## config.mk

```make
export PLATFORM = sky130hd
export DESIGN_NAME = xadd_top
export DESIGN_NICKNAME = d
export VERILOG_FILES = /design/src/design/xadd_pkg.sv /design/src/design/fp2_add_sub.sv /design/src/design/fp2_word_mem.sv /design/src/design/operand_router.sv /design/src/design/xadd_sequencer.sv /design/src/design/xadd_top.sv
export VERILOG_INCLUDE_DIRS = /design/src /design/src/design
export SDC_FILE = /design/constraint.sdc
export NUM_CORES = 1
export LEC_CHECK = 0
export ABC_AREA = 1
export BUFFER_PORTS_ARGS = -buffer_cell sky130_fd_sc_hd__buf_2
export CAP_MARGIN = 20
export CORE_MARGIN = 4
export CORE_UTILIZATION = 30
export CTS_CLUSTER_DIAMETER = 50
export DETAILED_ROUTE_END_ITERATION = 10
export GPL_ROUTABILITY_DRIVEN = 0
export PLACE_DENSITY_LB_ADDON = 0.15
export SETUP_SLACK_MARGIN = 0.15
export SYNTH_ARGS = -nofsm -noshare
export SYNTH_HDL_FRONTEND = slang
export SYNTH_SLANG_ARGS = --single-unit
```

## constraint.sdc

```tcl
create_clock -name clk -period 4.5 [get_ports clk]
set_input_delay 0.9 -clock clk [delete_from_list [all_inputs] [get_ports clk]]
set_output_delay 0.9 -clock clk [all_outputs]
set_load 0.02 [all_outputs]
```

## src/design/xadd_defs.svh

```systemverilog
`ifndef XADD_DEFS_SVH
`define XADD_DEFS_SVH

// bits per digit
`define XADD_RADIX 16

// digits per Fp element, least significant first
`define XADD_DIGITS 4

// one half-select bit on top of the digit index
`define XADD_ADDR_W 3

// field modulus p, RADIX*DIGITS bits wide
`define XADD_PRIME 64'hffffffff00000001

`endif

```

## src/design/xadd_pkg.sv

```systemverilog
`default_nettype none
`include "xadd_defs.svh"

package xadd_pkg;

  typedef logic [`XADD_RADIX-1:0] digit_t;

  // msb picks real/imag half, low bits pick the digit
  typedef logic [`XADD_ADDR_W-1:0] mem_addr_t;

  typedef struct packed {
    logic      en;
    mem_addr_t addr;
  } mem_rd_req_t;

  typedef struct packed {
    logic      en;
    mem_addr_t addr;
    digit_t    data;
  } mem_wr_req_t;

  typedef enum logic {
    OP_ADD,
    OP_SUB
  } addsub_op_e;

  typedef enum logic [1:0] {
    SRC_XP,
    SRC_ZP,
    SRC_T4,
    SRC_T5
  } operand_sel_e;

  typedef enum logic [1:0] {
    DST_T4,
    DST_T5,
    DST_T2,
    DST_T3
  } dest_sel_e;

  typedef struct packed {
    addsub_op_e   op;
    operand_sel_e src_a;
    operand_sel_e src_b;
    dest_sel_e    dst;
  } addsub_cmd_t;

endpackage

`default_nettype wire

```

## src/design/fp2_add_sub.sv

```systemverilog
`default_nettype none
`include "xadd_defs.svh"

module fp2_add_sub (
  input  logic                  clk,
  input  logic                  rst,
  input  logic                  start,
  input  xadd_pkg::addsub_op_e  op,
  output xadd_pkg::mem_rd_req_t rd_a,
  output xadd_pkg::mem_rd_req_t rd_b,
  input  xadd_pkg::digit_t      dout_a,
  input  xadd_pkg::digit_t      dout_b,
  output xadd_pkg::mem_wr_req_t wr,
  output logic                  done
);
  import xadd_pkg::*;

  localparam int RADIX = `XADD_RADIX;
  localparam int DIGITS = `XADD_DIGITS;
  localparam int CNT_W = `XADD_ADDR_W - 1;
  localparam logic [RADIX*DIGITS-1:0] PRIME = `XADD_PRIME;
  localparam logic [CNT_W-1:0] LAST = CNT_W'(DIGITS - 1);

  typedef enum logic [1:0] {
    S_IDLE,
    S_READ,
    S_FOLD,
    S_WRITE
  } state_e;

  state_e           state;
  logic             half;
  logic [CNT_W-1:0] cnt;
  logic             rd_vld;
  logic [CNT_W-1:0] rd_idx;

  addsub_op_e op_q;
  logic       c_raw;
  logic       c_cor;
  digit_t     raw_buf [DIGITS];
  digit_t     cor_buf [DIGITS];

  digit_t         p_digit;
  logic           cin_raw;
  logic           cin_cor;
  logic [RADIX:0] raw_sum;
  logic [RADIX:0] cor_sum;
  logic           use_cor;

  // one digit of both chains, on data returned for rd_idx
  always_comb begin
    p_digit = PRIME[rd_idx*RADIX +: RADIX];
    cin_raw = (rd_idx == '0) ? 1'b0 : c_raw;
    cin_cor = (rd_idx == '0) ? 1'b0 : c_cor;
    if (op_q == OP_ADD) begin
      // a + b, then (a + b) - p
      raw_sum = {1'b0, dout_a} + {1'b0, dout_b} + {{RADIX{1'b0}}, cin_raw};
      cor_sum = {1'b0, raw_sum[RADIX-1:0]} - {1'b0, p_digit} - {{RADIX{1'b0}}, cin_cor};
    end else begin
      // a - b, then (a - b) + p
      raw_sum = {1'b0, dout_a} - {1'b0, dout_b} - {{RADIX{1'b0}}, cin_raw};
      cor_sum = {1'b0, raw_sum[RADIX-1:0]} + {1'b0, p_digit} + {{RADIX{1'b0}}, cin_cor};
    end
  end

  // add: sum overflowed or sum >= p; sub: a < b
  assign use_cor = (op_q == OP_ADD) ? (c_raw | ~c_cor) : c_raw;

  assign rd_a = '{en: (state == S_READ), addr: {half, cnt}};
  assign rd_b = '{en: (state == S_READ), addr: {half, cnt}};

  assign wr = '{
    en:   (state == S_WRITE),
    addr: {half, cnt},
    data: use_cor ? cor_buf[cnt] : raw_buf[cnt]
  };

  assign done = (state == S_WRITE) && half && (cnt == LAST);

  always_ff @(posedge clk or posedge rst) begin
    if (rst) begin
      state  <= S_IDLE;
      half   <= 1'b0;
      cnt    <= '0;
      rd_vld <= 1'b0;
    end else begin
      rd_vld <= (state == S_READ);
      case (state)
        S_IDLE: begin
          if (start) begin
            state <= S_READ;
            half  <= 1'b0;
            cnt   <= '0;
          end
        end
        S_READ: begin
          cnt <= (cnt == LAST) ? '0 : cnt + 1'b1;
          if (cnt == LAST) begin
            state <= S_FOLD;
          end
        end
        // last digit still folding
        S_FOLD: begin
          state <= S_WRITE;
        end
        S_WRITE: begin
          cnt <= (cnt == LAST) ? '0 : cnt + 1'b1;
          if (cnt == LAST) begin
            half  <= ~half;
            state <= half ? S_IDLE : S_READ;
          end
        end
        default: begin
          state <= S_IDLE;
        end
      endcase
    end
  end

  always_ff @(posedge clk) begin
    if (start && (state == S_IDLE)) begin
      op_q <= op;
    end
    rd_idx <= cnt;
    if (rd_vld) begin
      raw_buf[rd_idx] <= raw_sum[RADIX-1:0];
      cor_buf[rd_idx] <= cor_sum[RADIX-1:0];
      c_raw           <= raw_sum[RADIX];
      c_cor           <= cor_sum[RADIX];
    end
  end

endmodule

`default_nettype wire

```

## src/design/fp2_word_mem.sv

```systemverilog
`default_nettype none
`include "xadd_defs.svh"

module fp2_word_mem (
  input  logic                  clk,
  input  xadd_pkg::mem_rd_req_t rd,
  input  xadd_pkg::mem_wr_req_t wr,
  output xadd_pkg::digit_t      dout
);
  import xadd_pkg::*;

  localparam int DEPTH = 2 * `XADD_DIGITS;

  // real half in the low addresses, imag half above
  digit_t ram [DEPTH];

  // single port, write wins over a read in the same cycle
  always_ff @(posedge clk) begin
    if (wr.en) begin
      ram[wr.addr] <= wr.data;
    end else if (rd.en) begin
      dout <= ram[rd.addr];
    end
  end

endmodule

`default_nettype wire

```

## src/design/operand_router.sv

```systemverilog
`default_nettype none

module operand_router (
  input  logic                  clk,
  input  logic                  rst,
  input  xadd_pkg::addsub_cmd_t cmd,
  input  logic                  busy,
  input  xadd_pkg::mem_rd_req_t rd_a,
  input  xadd_pkg::mem_rd_req_t rd_b,
  input  xadd_pkg::mem_wr_req_t wr,
  output xadd_pkg::digit_t      dout_a,
  output xadd_pkg::digit_t      dout_b,
  output xadd_pkg::mem_rd_req_t xp_rd,
  output xadd_pkg::mem_rd_req_t zp_rd,
  input  xadd_pkg::digit_t      xp_dout,
  input  xadd_pkg::digit_t      zp_dout,
  input  xadd_pkg::mem_rd_req_t t2_rd,
  input  xadd_pkg::mem_rd_req_t t3_rd,
  output xadd_pkg::digit_t      t2_dout,
  output xadd_pkg::digit_t      t3_dout
);
  import xadd_pkg::*;

  localparam mem_rd_req_t RD_IDLE = '0;

  mem_rd_req_t  t4_rd;
  mem_rd_req_t  t5_rd;
  mem_rd_req_t  t2_mem_rd;
  mem_rd_req_t  t3_mem_rd;
  mem_wr_req_t  t4_wr;
  mem_wr_req_t  t5_wr;
  mem_wr_req_t  t2_wr;
  mem_wr_req_t  t3_wr;
  digit_t       t4_dout;
  digit_t       t5_dout;
  operand_sel_e src_a_q;
  operand_sel_e src_b_q;

  // port a wins if both ports address the same memory
  function automatic mem_rd_req_t pick_rd(input operand_sel_e sel, input addsub_cmd_t c,
                                          input mem_rd_req_t a, input mem_rd_req_t b);
    mem_rd_req_t req;
    req = RD_IDLE;
    if (a.en && (c.src_a == sel)) begin
      req = a;
    end else if (b.en && (c.src_b == sel)) begin
      req = b;
    end
    return req;
  endfunction

  function automatic mem_wr_req_t pick_wr(input dest_sel_e sel, input addsub_cmd_t c,
                                          input mem_wr_req_t w);
    mem_wr_req_t req;
    req = w;
    req.en = w.en && (c.dst == sel);
    return req;
  endfunction

  function automatic digit_t pick_dout(input operand_sel_e sel, input digit_t xp,
                                       input digit_t zp, input digit_t t4, input digit_t t5);
    case (sel)
      SRC_XP:  return xp;
      SRC_ZP:  return zp;
      SRC_T4:  return t4;
      default: return t5;
    endcase
  endfunction

  assign xp_rd = pick_rd(SRC_XP, cmd, rd_a, rd_b);
  assign zp_rd = pick_rd(SRC_ZP, cmd, rd_a, rd_b);
  assign t4_rd = pick_rd(SRC_T4, cmd, rd_a, rd_b);
  assign t5_rd = pick_rd(SRC_T5, cmd, rd_a, rd_b);

  assign t4_wr = pick_wr(DST_T4, cmd, wr);
  assign t5_wr = pick_wr(DST_T5, cmd, wr);
  assign t2_wr = pick_wr(DST_T2, cmd, wr);
  assign t3_wr = pick_wr(DST_T3, cmd, wr);

  // result memories belong to the outside only while idle
  assign t2_mem_rd = busy ? RD_IDLE : t2_rd;
  assign t3_mem_rd = busy ? RD_IDLE : t3_rd;

  // data comes back a cycle after the request
  always_ff @(posedge clk or posedge rst) begin
    if (rst) begin
      src_a_q <= SRC_XP;
      src_b_q <= SRC_ZP;
    end else begin
      src_a_q <= cmd.src_a;
      src_b_q <= cmd.src_b;
    end
  end

  assign dout_a = pick_dout(src_a_q, xp_dout, zp_dout, t4_dout, t5_dout);
  assign dout_b = pick_dout(src_b_q, xp_dout, zp_dout, t4_dout, t5_dout);

  fp2_word_mem u_t4 (
    .clk  (clk),
    .rd   (t4_rd),
    .wr   (t4_wr),
    .dout (t4_dout)
  );

  fp2_word_mem u_t5 (
    .clk  (clk),
    .rd   (t5_rd),
    .wr   (t5_wr),
    .dout (t5_dout)
  );

  fp2_word_mem u_t2 (
    .clk  (clk),
    .rd   (t2_mem_rd),
    .wr   (t2_wr),
    .dout (t2_dout)
  );

  fp2_word_mem u_t3 (
    .clk  (clk),
    .rd   (t3_mem_rd),
    .wr   (t3_wr),
    .dout (t3_dout)
  );

endmodule

`default_nettype wire

```

## src/design/xadd_sequencer.sv

```systemverilog
`default_nettype none

module xadd_sequencer (
  input  logic                  clk,
  input  logic                  rst,
  input  logic                  start,
  output logic                  busy,
  output logic                  done,
  output xadd_pkg::addsub_cmd_t cmd,
  output logic                  unit_start,
  input  logic                  unit_done
);
  import xadd_pkg::*;

  localparam logic [1:0] LAST_STEP = 2'd3;

  typedef enum logic [1:0] {
    S_IDLE,
    S_ISSUE,
    S_WAIT
  } state_e;

  state_e     state;
  logic [1:0] step;

  always_ff @(posedge clk or posedge rst) begin
    if (rst) begin
      state <= S_IDLE;
      step  <= 2'd0;
      done  <= 1'b0;
    end else begin
      done <= 1'b0;
      case (state)
        // start while running falls through here unseen
        S_IDLE: begin
          if (start) begin
            step  <= 2'd0;
            state <= S_ISSUE;
          end
        end
        S_ISSUE: begin
          state <= S_WAIT;
        end
        S_WAIT: begin
          if (unit_done) begin
            if (step == LAST_STEP) begin
              state <= S_IDLE;
              done  <= 1'b1;
            end else begin
              step  <= step + 2'd1;
              state <= S_ISSUE;
            end
          end
        end
        default: begin
          state <= S_IDLE;
        end
      endcase
    end
  end

  assign busy = (state != S_IDLE);
  assign unit_start = (state == S_ISSUE);

  // t4 = xp + zp, t5 = xp - zp, t2 = t4 + t5, t3 = t4 - t5
  always_comb begin
    case (step)
      2'd0:    cmd = '{op: OP_ADD, src_a: SRC_XP, src_b: SRC_ZP, dst: DST_T4};
      2'd1:    cmd = '{op: OP_SUB, src_a: SRC_XP, src_b: SRC_ZP, dst: DST_T5};
      2'd2:    cmd = '{op: OP_ADD, src_a: SRC_T4, src_b: SRC_T5, dst: DST_T2};
      default: cmd = '{op: OP_SUB, src_a: SRC_T4, src_b: SRC_T5, dst: DST_T3};
    endcase
  end

endmodule

`default_nettype wire

```

## src/design/xadd_top.sv

```systemverilog
`default_nettype none

module xadd_top (
  input  logic                  clk,
  input  logic                  rst,
  input  logic                  start,
  output logic                  busy,
  output logic                  done,
  output xadd_pkg::mem_rd_req_t xp_rd,
  output xadd_pkg::mem_rd_req_t zp_rd,
  input  xadd_pkg::digit_t      xp_dout,
  input  xadd_pkg::digit_t      zp_dout,
  input  xadd_pkg::mem_rd_req_t t2_rd,
  input  xadd_pkg::mem_rd_req_t t3_rd,
  output xadd_pkg::digit_t      t2_dout,
  output xadd_pkg::digit_t      t3_dout
);
  import xadd_pkg::*;

  addsub_cmd_t cmd;
  logic        unit_start;
  logic        unit_done;
  mem_rd_req_t rd_a;
  mem_rd_req_t rd_b;
  mem_wr_req_t wr;
  digit_t      dout_a;
  digit_t      dout_b;

  xadd_sequencer u_seq (
    .clk        (clk),
    .rst        (rst),
    .start      (start),
    .busy       (busy),
    .done       (done),
    .cmd        (cmd),
    .unit_start (unit_start),
    .unit_done  (unit_done)
  );

  fp2_add_sub u_add_sub (
    .clk    (clk),
    .rst    (rst),
    .start  (unit_start),
    .op     (cmd.op),
    .rd_a   (rd_a),
    .rd_b   (rd_b),
    .dout_a (dout_a),
    .dout_b (dout_b),
    .wr     (wr),
    .done   (unit_done)
  );

  operand_router u_router (
    .clk     (clk),
    .rst     (rst),
    .cmd     (cmd),
    .busy    (busy),
    .rd_a    (rd_a),
    .rd_b    (rd_b),
    .wr      (wr),
    .dout_a  (dout_a),
    .dout_b  (dout_b),
    .xp_rd   (xp_rd),
    .zp_rd   (zp_rd),
    .xp_dout (xp_dout),
    .zp_dout (zp_dout),
    .t2_rd   (t2_rd),
    .t3_rd   (t3_rd),
    .t2_dout (t2_dout),
    .t3_dout (t3_dout)
  );

endmodule

`default_nettype wire

```

## Yosys cells after proc, flatten, opt, wreduce, memory -nomap -nowiden

Memories as Yosys holds them, arrays and structs flattened. A register that Yosys moved wholly into a read port is not among the register bits.
Index checks and enable logic that the tools add are counted.

- Add/subtract/negate cells: 10
- Multiply operators: 0
- Div/mod/pow operators: 0
- Order comparisons: 0
- Eq/ne operators: 28
- Shift-type cells: 1
- Multiplexer cells: 51
- Bitwise operators: 7
- Reduce and logical (&&, ||, !) cells: 38

Operators by type and width:

| operator | number |
|---|---|
| one-hot mux 16 bit (3 select lines) | 2 |
| variable part select 64 x 7 -> 16 bit, first input constant | 1 |
| 2-to-1 mux 4 bit | 10 |
| adder 16 x 16 -> 17 bit | 2 |
| adder 17 x 1 -> 17 bit | 2 |
| 2-to-1 mux 17 bit | 2 |
| subtractor 16 x 16 -> 17 bit | 2 |
| subtractor 17 x 1 -> 17 bit | 2 |
| == test 2 bit, second input constant | 14 |
| one-hot mux 7 bit (3 select lines) | 1 |
| 2-to-1 mux 1 bit | 20 |
| 2-to-1 mux 2 bit | 10 |
| zero test 2 bit | 9 |
| == test 2 x 1 -> 1 bit, second input constant | 8 |
| 2-to-1 mux 16 bit | 1 |
| logical AND 1 bit | 15 |
| AND reduction 2 bit | 6 |
| inequality test 2 bit, second input constant | 4 |
| one-hot mux 2 bit (2 select lines) | 2 |
| one-hot mux 2 bit (4 select lines) | 1 |
| nonzero test 2 bit | 4 |
| inverter 1 bit | 6 |
| one-hot mux 2 bit (3 select lines) | 1 |
| AND reduction 3 bit | 2 |
| other kinds (6) | 8 |

- Register bits: 20
- Latch bits: 0
- Memory bits (writable): 640
- ROM bits: 0
- Bits of input ports: 43
- Output and inout port bits: 42
- Word-level logic and storage cells: 154
- Memories kept: 6

Memories:

| memory | depth | width | rd ports | clocked after memory_dff | write ports | RTL line | text |
|---|---|---|---|---|---|---|---|
| u_router.u_t2.ram | 8 | 16 | 1 | 1 | 1 | fp2_word_mem.sv:15 | `digit_t ram [DEPTH];` |
| u_router.u_t3.ram | 8 | 16 | 1 | 1 | 1 | fp2_word_mem.sv:15 |  |
| u_router.u_t4.ram | 8 | 16 | 1 | 1 | 1 | fp2_word_mem.sv:15 |  |
| u_router.u_t5.ram | 8 | 16 | 1 | 1 | 1 | fp2_word_mem.sv:15 |  |
| u_add_sub.cor_buf | 4 | 16 | 1 | 0 | 1 | fp2_add_sub.sv:41 | `digit_t cor_buf [DIGITS];` |
| u_add_sub.raw_buf | 4 | 16 | 1 | 0 | 1 | fp2_add_sub.sv:40 | `digit_t raw_buf [DIGITS];` |

## Logic depth before layout (Yosys ltp)

Gate-level depths: netlist of run 1.

- Depth after elaboration: 7
- Gate-level depth with buffers: 29
- Gate-level depth less buffers: 29

## Cells and area by module

A second synthesis of run 1 with hierarchy kept.

- Cell total of the unflattened synthesis: 3973
- Area, all modules: 36754.0 sq um

By module, submodules not included:

| module | instances | cells each | area each (sq um) | seq. area each (sq um) |
|---|---|---|---|---|
| fp2_word_mem | 4 | 589 | 6157.2 | 4324.1 |
| fp2_add_sub | 1 | 1299 | 10246.1 | 4124.0 |
| operand_router | 1 | 275 | 1547.7 | 101.3 |
| xadd_sequencer | 1 | 43 | 331.6 | 125.1 |

## Worst setup path before layout of run 1

Ideal clock, no wire load.

- Path type: reg-to-reg
- Start: reg u_add_sub.rd_idx[1]
- End: reg u_add_sub.c_cor, data pin
- Library setup time: 0.253 ns
- Arrival time: 4.117 ns
- Required time: 4.247 ns
- Slack: 0.131 ns
- Cell stages (with the launch flop): 25
- Path buffers: 0
- Clock period less this slack: 4.369 ns
- Path through: dfxtp_1 nor2_1 nor2_1 inv_1 fa_1 fa_1 inv_1 nand3_1 nand2_1 nand2_1 nand2_1 nand2_1 nand3_1 nand2_1 ha_1 inv_1 ha_1 inv_1 nor3_1 and2_1 nand2_1 nand2_1 nand2_1 nand3_1 nand2_1

- Word-level cells in the longest chain between the ends: 6
- Elaborated cells on any way between the ends: 11
- Those cells by class: 6 x add/sub; 1 x shift; 3 x mux; 1 x reduce/logical

RTL lines:

| element | RTL line | text |
|---|---|---|
| start, declared | fp2_add_sub.sv:35 | `logic [CNT_W-1:0] rd_idx;` |
| start signal, assigned | fp2_add_sub.sv:124 | `rd_idx <= cnt;` |
| zero test 2 bit | fp2_add_sub.sv:53, fp2_add_sub.sv:54 |  |
| 2-to-1 mux 1 bit | fp2_add_sub.sv:53 | `cin_raw = (rd_idx == '0) ? 1'b0 : c_raw;` |
| adder 17 x 1 -> 17 bit or subtractor 17 x 1 -> 17 bit (tied branches) | fp2_add_sub.sv:57, fp2_add_sub.sv:61 |  |
| subtractor 16 x 16 -> 17 bit or adder 16 x 16 -> 17 bit (tied branches) | fp2_add_sub.sv:58, fp2_add_sub.sv:62 |  |
| subtractor 17 x 1 -> 17 bit or adder 17 x 1 -> 17 bit (tied branches) | fp2_add_sub.sv:58, fp2_add_sub.sv:62 |  |
| 2-to-1 mux 17 bit * | fp2_add_sub.sv:55 | `if (op_q == OP_ADD) begin` |
| named net u_add_sub.cor_sum[16] | fp2_add_sub.sv:47 | `logic [RADIX:0] cor_sum;` |
| end signal, assigned | fp2_add_sub.sv:129 | `c_cor <= cor_sum[RADIX];` |
| end, declared | fp2_add_sub.sv:39 | `logic c_cor;` |

The timed path passes the listed nets; every way through them passes the cells marked *.
A chain may end at the register's enable or synchronous reset.

## Worst setup path after layout of run 1

- Start: reg u_router.src_a_q[1]
- End: mem u_add_sub.cor_buf[0][15] in the netlist's numbering, data pin

- Word-level cells in the longest chain between the ends: 7
- Elaborated cells on any way between the ends: 13
- Those cells by class: 8 x add/sub; 2 x eq/ne; 2 x mux; 1 x reduce/logical

RTL lines:

| element | RTL line | text |
|---|---|---|
| start, declared | operand_router.sv:36 | `operand_sel_e src_a_q;` |
| start signal, assigned | operand_router.sv:90 | `src_a_q <= cmd.src_a;` |
| == test 2 bit, or another cell as far along | operand_router.sv:62 | `case (sel)` |
| one-hot mux 16 bit (3 select lines) * | operand_router.sv:62 |  |
| adder 16 x 16 -> 17 bit or subtractor 16 x 16 -> 17 bit (tied branches) | fp2_add_sub.sv:57, fp2_add_sub.sv:61 |  |
| adder 17 x 1 -> 17 bit or subtractor 17 x 1 -> 17 bit (tied branches) | fp2_add_sub.sv:57, fp2_add_sub.sv:61 |  |
| subtractor 16 x 16 -> 17 bit or adder 16 x 16 -> 17 bit (tied branches) | fp2_add_sub.sv:58, fp2_add_sub.sv:62 |  |
| subtractor 17 x 1 -> 17 bit or adder 17 x 1 -> 17 bit (tied branches) | fp2_add_sub.sv:58, fp2_add_sub.sv:62 |  |
| 2-to-1 mux 17 bit * | fp2_add_sub.sv:55 |  |
| named net u_add_sub.cor_sum[15] | fp2_add_sub.sv:47 |  |
| end, declared | fp2_add_sub.sv:41 |  |

Marks and branches as above.

==> metrics.yaml, run 1 <==
status:
  status: "finished clean"
sta:
  tightest_slew_ns: 1.04
  hold_viol: 0
  setup_viol: 0
  post-route-period-util_pct: 91.6
  maxSlewHeadroom_pct: 30.3
  finalWorstSetupSlack_ns: 0.379
  slew_violations: 0
  final.setup_skew_ns: 0.0271
  fin_tns_setup_ns: 0
  min_period_ns: 4.12
  max_clock_freq_mhz: 243
  rsz0062_at_grt: "false"
  whs_ns: 0.335
worst_setup_path:
  max_stage_delay_ns: 0.41
  crit_required_ns: 4.90
  crit_top_cell: "ha_1"
  crit_family: "simple AND/OR/NAND/NOR gates"
  cp_cell_sequence: "inv_2 -> buf_12 -> or2_2 -> o21ai_0 -> ha_1 -> inv_1 -> ha_1 -> a21oi_2 -> o21bai_1 -> a21oi_1 -> nand3_1 -> and2_1 -> ha_1 -> buf_4 -> nand3_1 -> nand2_1 -> a21oi_1 -> nand3b_1 -> nand3_2 -> nand2_2"
  critical_path_class: "flop to flop"
  r2r-end: "u_add_sub.cor_buf[0][15]"
  cp_max_fo: 27
  r2r_cells: 20
  r2r_start: "u_router.src_a_q[1]"
  path_buf_inv: 4
  arrival_ns: 4.52
  r2r_slack_ns: 0.38
  cp-end-kind: "flop"
  slowest_stage: "dfrtp_2"
  critPathLaunchType: "flop"
synthesis:
  ys_types: 45
  synth_seq_cells: 721
  netlist_instances: 2981
  syn_nets: 3130
  synthAdderAreaFrac_pct: 4.17
  ys_warn_count: 0
  yosys.area.top_type: "edfxtp_1"
  avgSynthCellArea_um2: 11.2
  synth_top_area_share_pct: 63.8
  synthTopCellsByArea: "edfxtp_1, nand2_1, ha_1"
  synth-xor-area-share_pct: 0.369
  synthMuxAreaShare_pct: 0.602
  synth_top_family_by_area: "simple AND/OR/NAND/NOR gates"
  ys_seq_area_share_pct: 64.9
  synth_edf_count: 707
  async_flop_share_pct: 1.66
  synth_compound_area_share_pct: 9.87
  synth_flop_cell: "edfxtp_1"
  yosys.area_share.simple_pct: 15.1
  syn_area_um2: 33300
drt:
  wl_met1_mm: 42.3
  avgViaCountPerCell: 4.78
  drt-wirelength-per-cell_um: 20.4
  ant_nets: 0
  wl_met3_mm: 4.74
  wl_mm: 97.4
  drc_errors: 0
  highest_layer: "met4"
  wl_met2_mm: 47.3
  first_pass_iters: 6
  via_count: 22873
  drt_iter0_drc: 1707
layout:
  multi_input_area_um2: 10300
  drive_gt1_share_pct: 17.8
  final_cell_mix: "edfxtp_1, nand2_1, nor2_1"
  seqCellArea_um2: 21600
  final_common_cell: "edfxtp_1"
  fin_nets: 3382
  fillerInstances: 10681
  area_delta_synth_final_pct: 20.4
clock_network:
  cts_buffer_depth: 3
  postCtsHoldBufs: 0
  cts_buffers: 94
  clkTransAtPathRegs_ns: 0.06
  cts_htree_levels: 3
  numClockSinks: 721
  clk_latency_ns: 0.66
  cts_tree: "done"
  cts-root-buf: "clkbuf_16"
grt:
  gr-usage-all-layers_pct: 16.4
  grt_max_degree: 78
  grt_pass1_vias: 22517
  grt_pass1_wl_mm: 144
  grt_overflow: 0
  antenna_found_initial: 4
die:
  fp.dieH_um: 341
  rows: 121
  initial_core_util_pct: 30.4
  dieArea_um2: 116000
  coreArea_um2: 109000
  io_pins: 85
  die_w_um: 341
placed_design:
  portBuffers: 84
  hpwlAfterDp_mm: 62.4
  dp_slack_ns: -0.167
worst_hold_path:
  holdCritPathClass: "input pin to asynchronous set/reset pin"
job:
  drv_cap: 0
-- area by class of cell --
type / count / area share (%)
flip-flops and latches: 721 / 53.9
inverters: 267 / 2.51
diodes: 1 / 0.00625
clock inverters: 57 / 1.72
clock buffers: 112 / 6.20
multi-input cells: 1855 / 25.8
repair buffers: 294 / 5.24
well taps: 1476 / 4.61
-- layer usage --
metal	vias up	track usage [%]
li1	10943	-
met1	11255	21.5
met2	517	27.6
met3	158	2.80
met4	0	5.31
met5	-	0
-- repair_timing --
item	in CTS	in global routing
pin swaps	0	14
setup buffers	0	5
setup endpoints to repair	41	49
gates resized for setup	10	63
cloned	0	0
-- synthesized netlist by cell type (2+ instances only) --
library cell / count
or2_0: 21
edfxtp_1: 707
nor3_1: 47
nand2_4: 2
inv_2: 7
o2bb2ai_1: 13
nor2_1: 276
o21bai_1: 38
nand2_2: 3
buf_6: 7
dfxtp_1: 2
ha_1: 98
xor2_1: 9
buf_4: 14
nor2_2: 2
buf_1: 5
dfrtp_1: 12
inv_1: 260
mux2_2: 16
clkbuf_1: 59
xnor2_1: 5
or2_2: 50
o2111ai_1: 32
o21ai_0: 159
o22ai_1: 33
and2_1: 21
nand3b_1: 7
o211ai_1: 75
nand4_1: 5
nand2_1: 557
mux2i_1: 2
nand3_1: 135
or2_1: 35
o21ai_1: 59
fa_1: 8
o21a_1: 2
a21oi_1: 139
buf_2: 52
-- worst max-delay path by stage --
stage | startpoint | end | slack, ns | cells past startpoint
floorplan | u_add_sub.rd_idx[1] | u_add_sub.c_cor | 0.45 | 24
global route | u_router.src_a_q[1] | u_add_sub.cor_buf[3][15] | 0.14 | 24
global placement | xp_dout[5] | u_add_sub.cor_buf[0][14] | -0.12 | 19
CTS | u_router.src_a_q[1] | u_add_sub.cor_buf[1][15] | 0.17 | 24
detailed placement | zp_dout[0] | u_add_sub.cor_buf[2][13] | -0.17 | 23
finish | u_router.src_a_q[1] | u_add_sub.cor_buf[0][15] | 0.38 | 20
-- sequential cells by signal, indices dropped and copies added, names as in the netlist, 2 cells and up --
register	cells
u_add_sub.cnt	2
u_seq.state	2
u_add_sub.state	2
u_router.u_t3.ram	128
u_router.u_t4.dout	16
u_router.u_t2.ram	128
u_seq.step	2
u_router.u_t5.dout	16
u_add_sub.cor_buf	64
u_router.u_t4.ram	128
u_add_sub.raw_buf	64
u_router.u_t2.dout	16
u_router.u_t3.dout	16
u_router.u_t5.ram	128
u_add_sub.rd_idx	2
-- logic make-up (layout without fill, tap and decap cells) --
kind of cell    count (synthesis)  in the layout
simple gates                 1163           1163
flops                         721            721
compound gates                554            554
buf+inv                       405            730
fa+ha+maj                     106            106
mux                            18             18
xor+xnor                       14             14
other cells                     0              1
-- metrics by stage --
stage | utilization, % | std cells | instance area, um^2
after global routing | 36.6 | 4782 | 40000
after detailed placement | 33.4 | 4608 | 36500
after floorplan | - | 2981 | 33300
after CTS | 36.3 | 4777 | 39700
after global placement | 33.3 | 4605 | 36400
final | 36.6 | 4783 | 40000
Power of run 1 is not shown: default switching activity piles up to over one toggle a cycle in this logic, so the estimate is an artifact.
==> run 2: changes to the inputs <==
ABC_AREA = unset   (was 1)
PLACE_DENSITY_LB_ADDON = unset   (was 0.15)
==> metrics.yaml, run 2 <==
worst_setup_path:
  arrival_ns: 5.24
  cp_max_fo: 10
  r2r_slack_ns: -0.30
  crit_required_ns: 4.94
  critical_path_class: "flop to flop"
  cp-end-kind: "flop"
  critPathLaunchType: "flop"
synthesis:
  ys_seq_area_share_pct: 69.4
  synth-xor-area-share_pct: 1.41
  synth_compound_area_share_pct: 5.49
  syn_area_um2: 31100
  syn_nets: 1940
  netlist_instances: 1791
  synth_top_family_by_area: "multiplexers"
  synth_flop_cell: "edfxtp_1"
  synth_top_area_share_pct: 68.3
  synth_most_common_cell: "edfxtp_1"
  yosys.area.top_type: "edfxtp_1"
  yosys.area_share.simple_pct: 3.45
  synthTopCellsByArea: "edfxtp_1, mux4_2, ha_1"
  ys_warn_count: 0
  synthMuxAreaShare_pct: 13.6
  synthAdderAreaFrac_pct: 4.46
  synth_edf_count: 707
  async_flop_share_pct: 1.66
  avgSynthCellArea_um2: 17.4
  ys_types: 68
  synthTopCellsByCount: "edfxtp_1, mux4_2, inv_1"
  synth_seq_cells: 721
drt:
  ant_nets: 0
  drt-wirelength-per-cell_um: 21.7
  first_pass_iters: 5
  wl_mm: 76.9
  avgViaCountPerCell: 4.93
  via_count: 17452
  drt_iter0_drc: 1559
  drc_errors: 0
clock_network:
  clkTransAtPathRegs_ns: 0.06
  numClockSinks: 721
  cts_tree: "done"
  clk_latency_ns: 0.64
  cts-root-buf: "clkbuf_16"
  cts_buffers: 80
  cts_htree_levels: 3
  cts_buffer_depth: 3
  postCtsHoldBufs: 0
sta:
  slew_violations: 0
  setup_viol: 29
  finalWorstSetupSlack_ns: -0.301
  whs_ns: 0.324
  rsz0062_at_grt: "true"
  hold_viol: 0
  maxSlewHeadroom_pct: 29.2
  post-route-period-util_pct: 107
  min_period_ns: 4.80
  final.setup_skew_ns: 0.0371
  tightest_slew_ns: 1.06
  max_clock_freq_mhz: 208
die:
  rows: 117
  coreArea_um2: 102000
  initial_core_util_pct: 30.4
  io_pins: 85
  fp.dieH_um: 330
  die_w_um: 330
  dieArea_um2: 109000
grt:
  gr-usage-all-layers_pct: 14.0
  grt_max_degree: 94
  grt_pass1_wl_mm: 115
  antenna_found_initial: 5
  grt_overflow: 0
  grt_pass1_vias: 17976
power_and_ir_drop:
  p_int_uw: 11100
  p_leak_uw: 0.0132
  sw_frac_of_total_pct: 20.0
  ir_worst_vdd_mv: 0.236
  total_power_uw: 13900
  p_per_area_nw_per_um2: 367
  power_switching_uw: 2770
  pwr-share-clk_pct: 47.1
  sequentialPowerShare_pct: 52.3
  power_frac_comb_pct: 0.6
job:
  drv_cap: 0
worst_hold_path:
  holdCritPathClass: "input pin to asynchronous set/reset pin"
layout:
  drive_gt1_share_pct: 33.9
  fillerInstances: 9458
  area_delta_synth_final_pct: 21.7
  seqCellArea_um2: 21600
  final_common_cell: "edfxtp_1"
  final_util_pct: 37.0
  fin_nets: 2253
  final_cell_mix: "edfxtp_1, buf_4, mux4_2"
  multi_input_area_um2: 9280
status:
  status: "finished, violations left"
  violations: "setup timing"
placed_design:
  hpwlAfterDp_mm: 48.9
  portBuffers: 84
==> run 2: cell type report <==
type                       instances  share of cell area [%]
sequential                       721                    57.1
multi-input combinational        890                    24.5
timing repair buffer             309                    5.78
clock buffer                      91                    5.40
tap                             1368                    4.53
clock inverter                    56                    1.69
inverter                         102                    1.01
antenna                            2                  0.0132
==> run 2: per-layer routing <==
layer	GRT usage [%]	routed length (um)	share of wire (%)
met1	19.8	34600	45
met2	22.3	35600	46
met3	2.78	4860	6.3
met4	3.82	1820	2.4
met5	0	7	0.0091
==> run 2: repair_timing <==
item,in CTS,in global routing
buffers inserted,6,1
resized for setup,28,24
pin swaps,8,3
setup endpoints to repair,37,41
endpoints found under the hold margin,0,0
==> run 2: worst paths after layout <==
kind,from,endpoint,cells past startpoint
worst max-delay path,u_router.src_a_q[1],u_add_sub.cor_buf[2][15],21
worst min-delay path,rst,u_seq.done,2
worst max register to register,u_router.src_a_q[1],u_add_sub.cor_buf[2][15],21
worst min register to register,u_seq.state[0],u_seq.state[0],1
max in group asynchronous,rst,u_add_sub.cnt[0],2
min in group clk,u_seq.state[0],u_seq.state[0],1
==> run 2: metrics by stage <==
| stage | cell area, um^2 | worst slack [ns] | setup TNS (ns) | instances |
|---|---|---|---|---|
| 4_1_cts | 37600 | -0.292 | -5.68 | 3534 |
| 6_report | 37800 | -0.301 | -4.44 | 3539 |
| 5_1_grt | 37800 | -0.528 | -11.21 | 3537 |
| 3_3_place_gp | 34700 | -0.780 | -19.25 | 3380 |
| 3_5_place_dp | 34700 | -0.908 | -23.32 | 3381 |
| 2_1_floorplan | 31200 | -0.115 | -0.509 | 1791 |
==> run 2: cells by family after synthesis <==
family                   Yosys count
AO/OA/AOI/OAI                    252
multiplexers                     249
flip-flops                       721
XOR/XNOR                          50
adder cells (fa/ha/maj)          106
buffers and inverters            180
AND/OR/NAND/NOR                  233
==> run 2: power by group through the flow <==
stage / clock network (uW) / logic (uW) / registers [uW]
floorplan: 0 / 40.7 / 7400
global placement: 0 / 78.5 / 7400
detailed placement: 0 / 78.9 / 7400
CTS: 6700 / 79.3 / 7260
global route: 7000 / 83.7 / 7250
finish: 6540 / 78.0 / 7260
==> run 2: critical path: stages (launching register included) <==
cell,delay [ns]
dfrtp_2,0.46
buf_12,0.17
mux2i_4,0.20
fa_2,0.36
fa_2,0.37
o21ba_4,0.21
o2111a_2,0.27
a2111oi_4,0.23
a211o_1,0.19
nand2_2,0.08
a221oi_4,0.36
xnor2_2,0.13
ha_1,0.31
inv_2,0.07
ha_4,0.19
or2_4,0.25
nand3_1,0.10
nand2_1,0.07
a41oi_2,0.17
xnor2_1,0.14
nor2_1,0.07
a21oi_2,0.20
No activity file was read; power rests on OpenSTA's default activity.
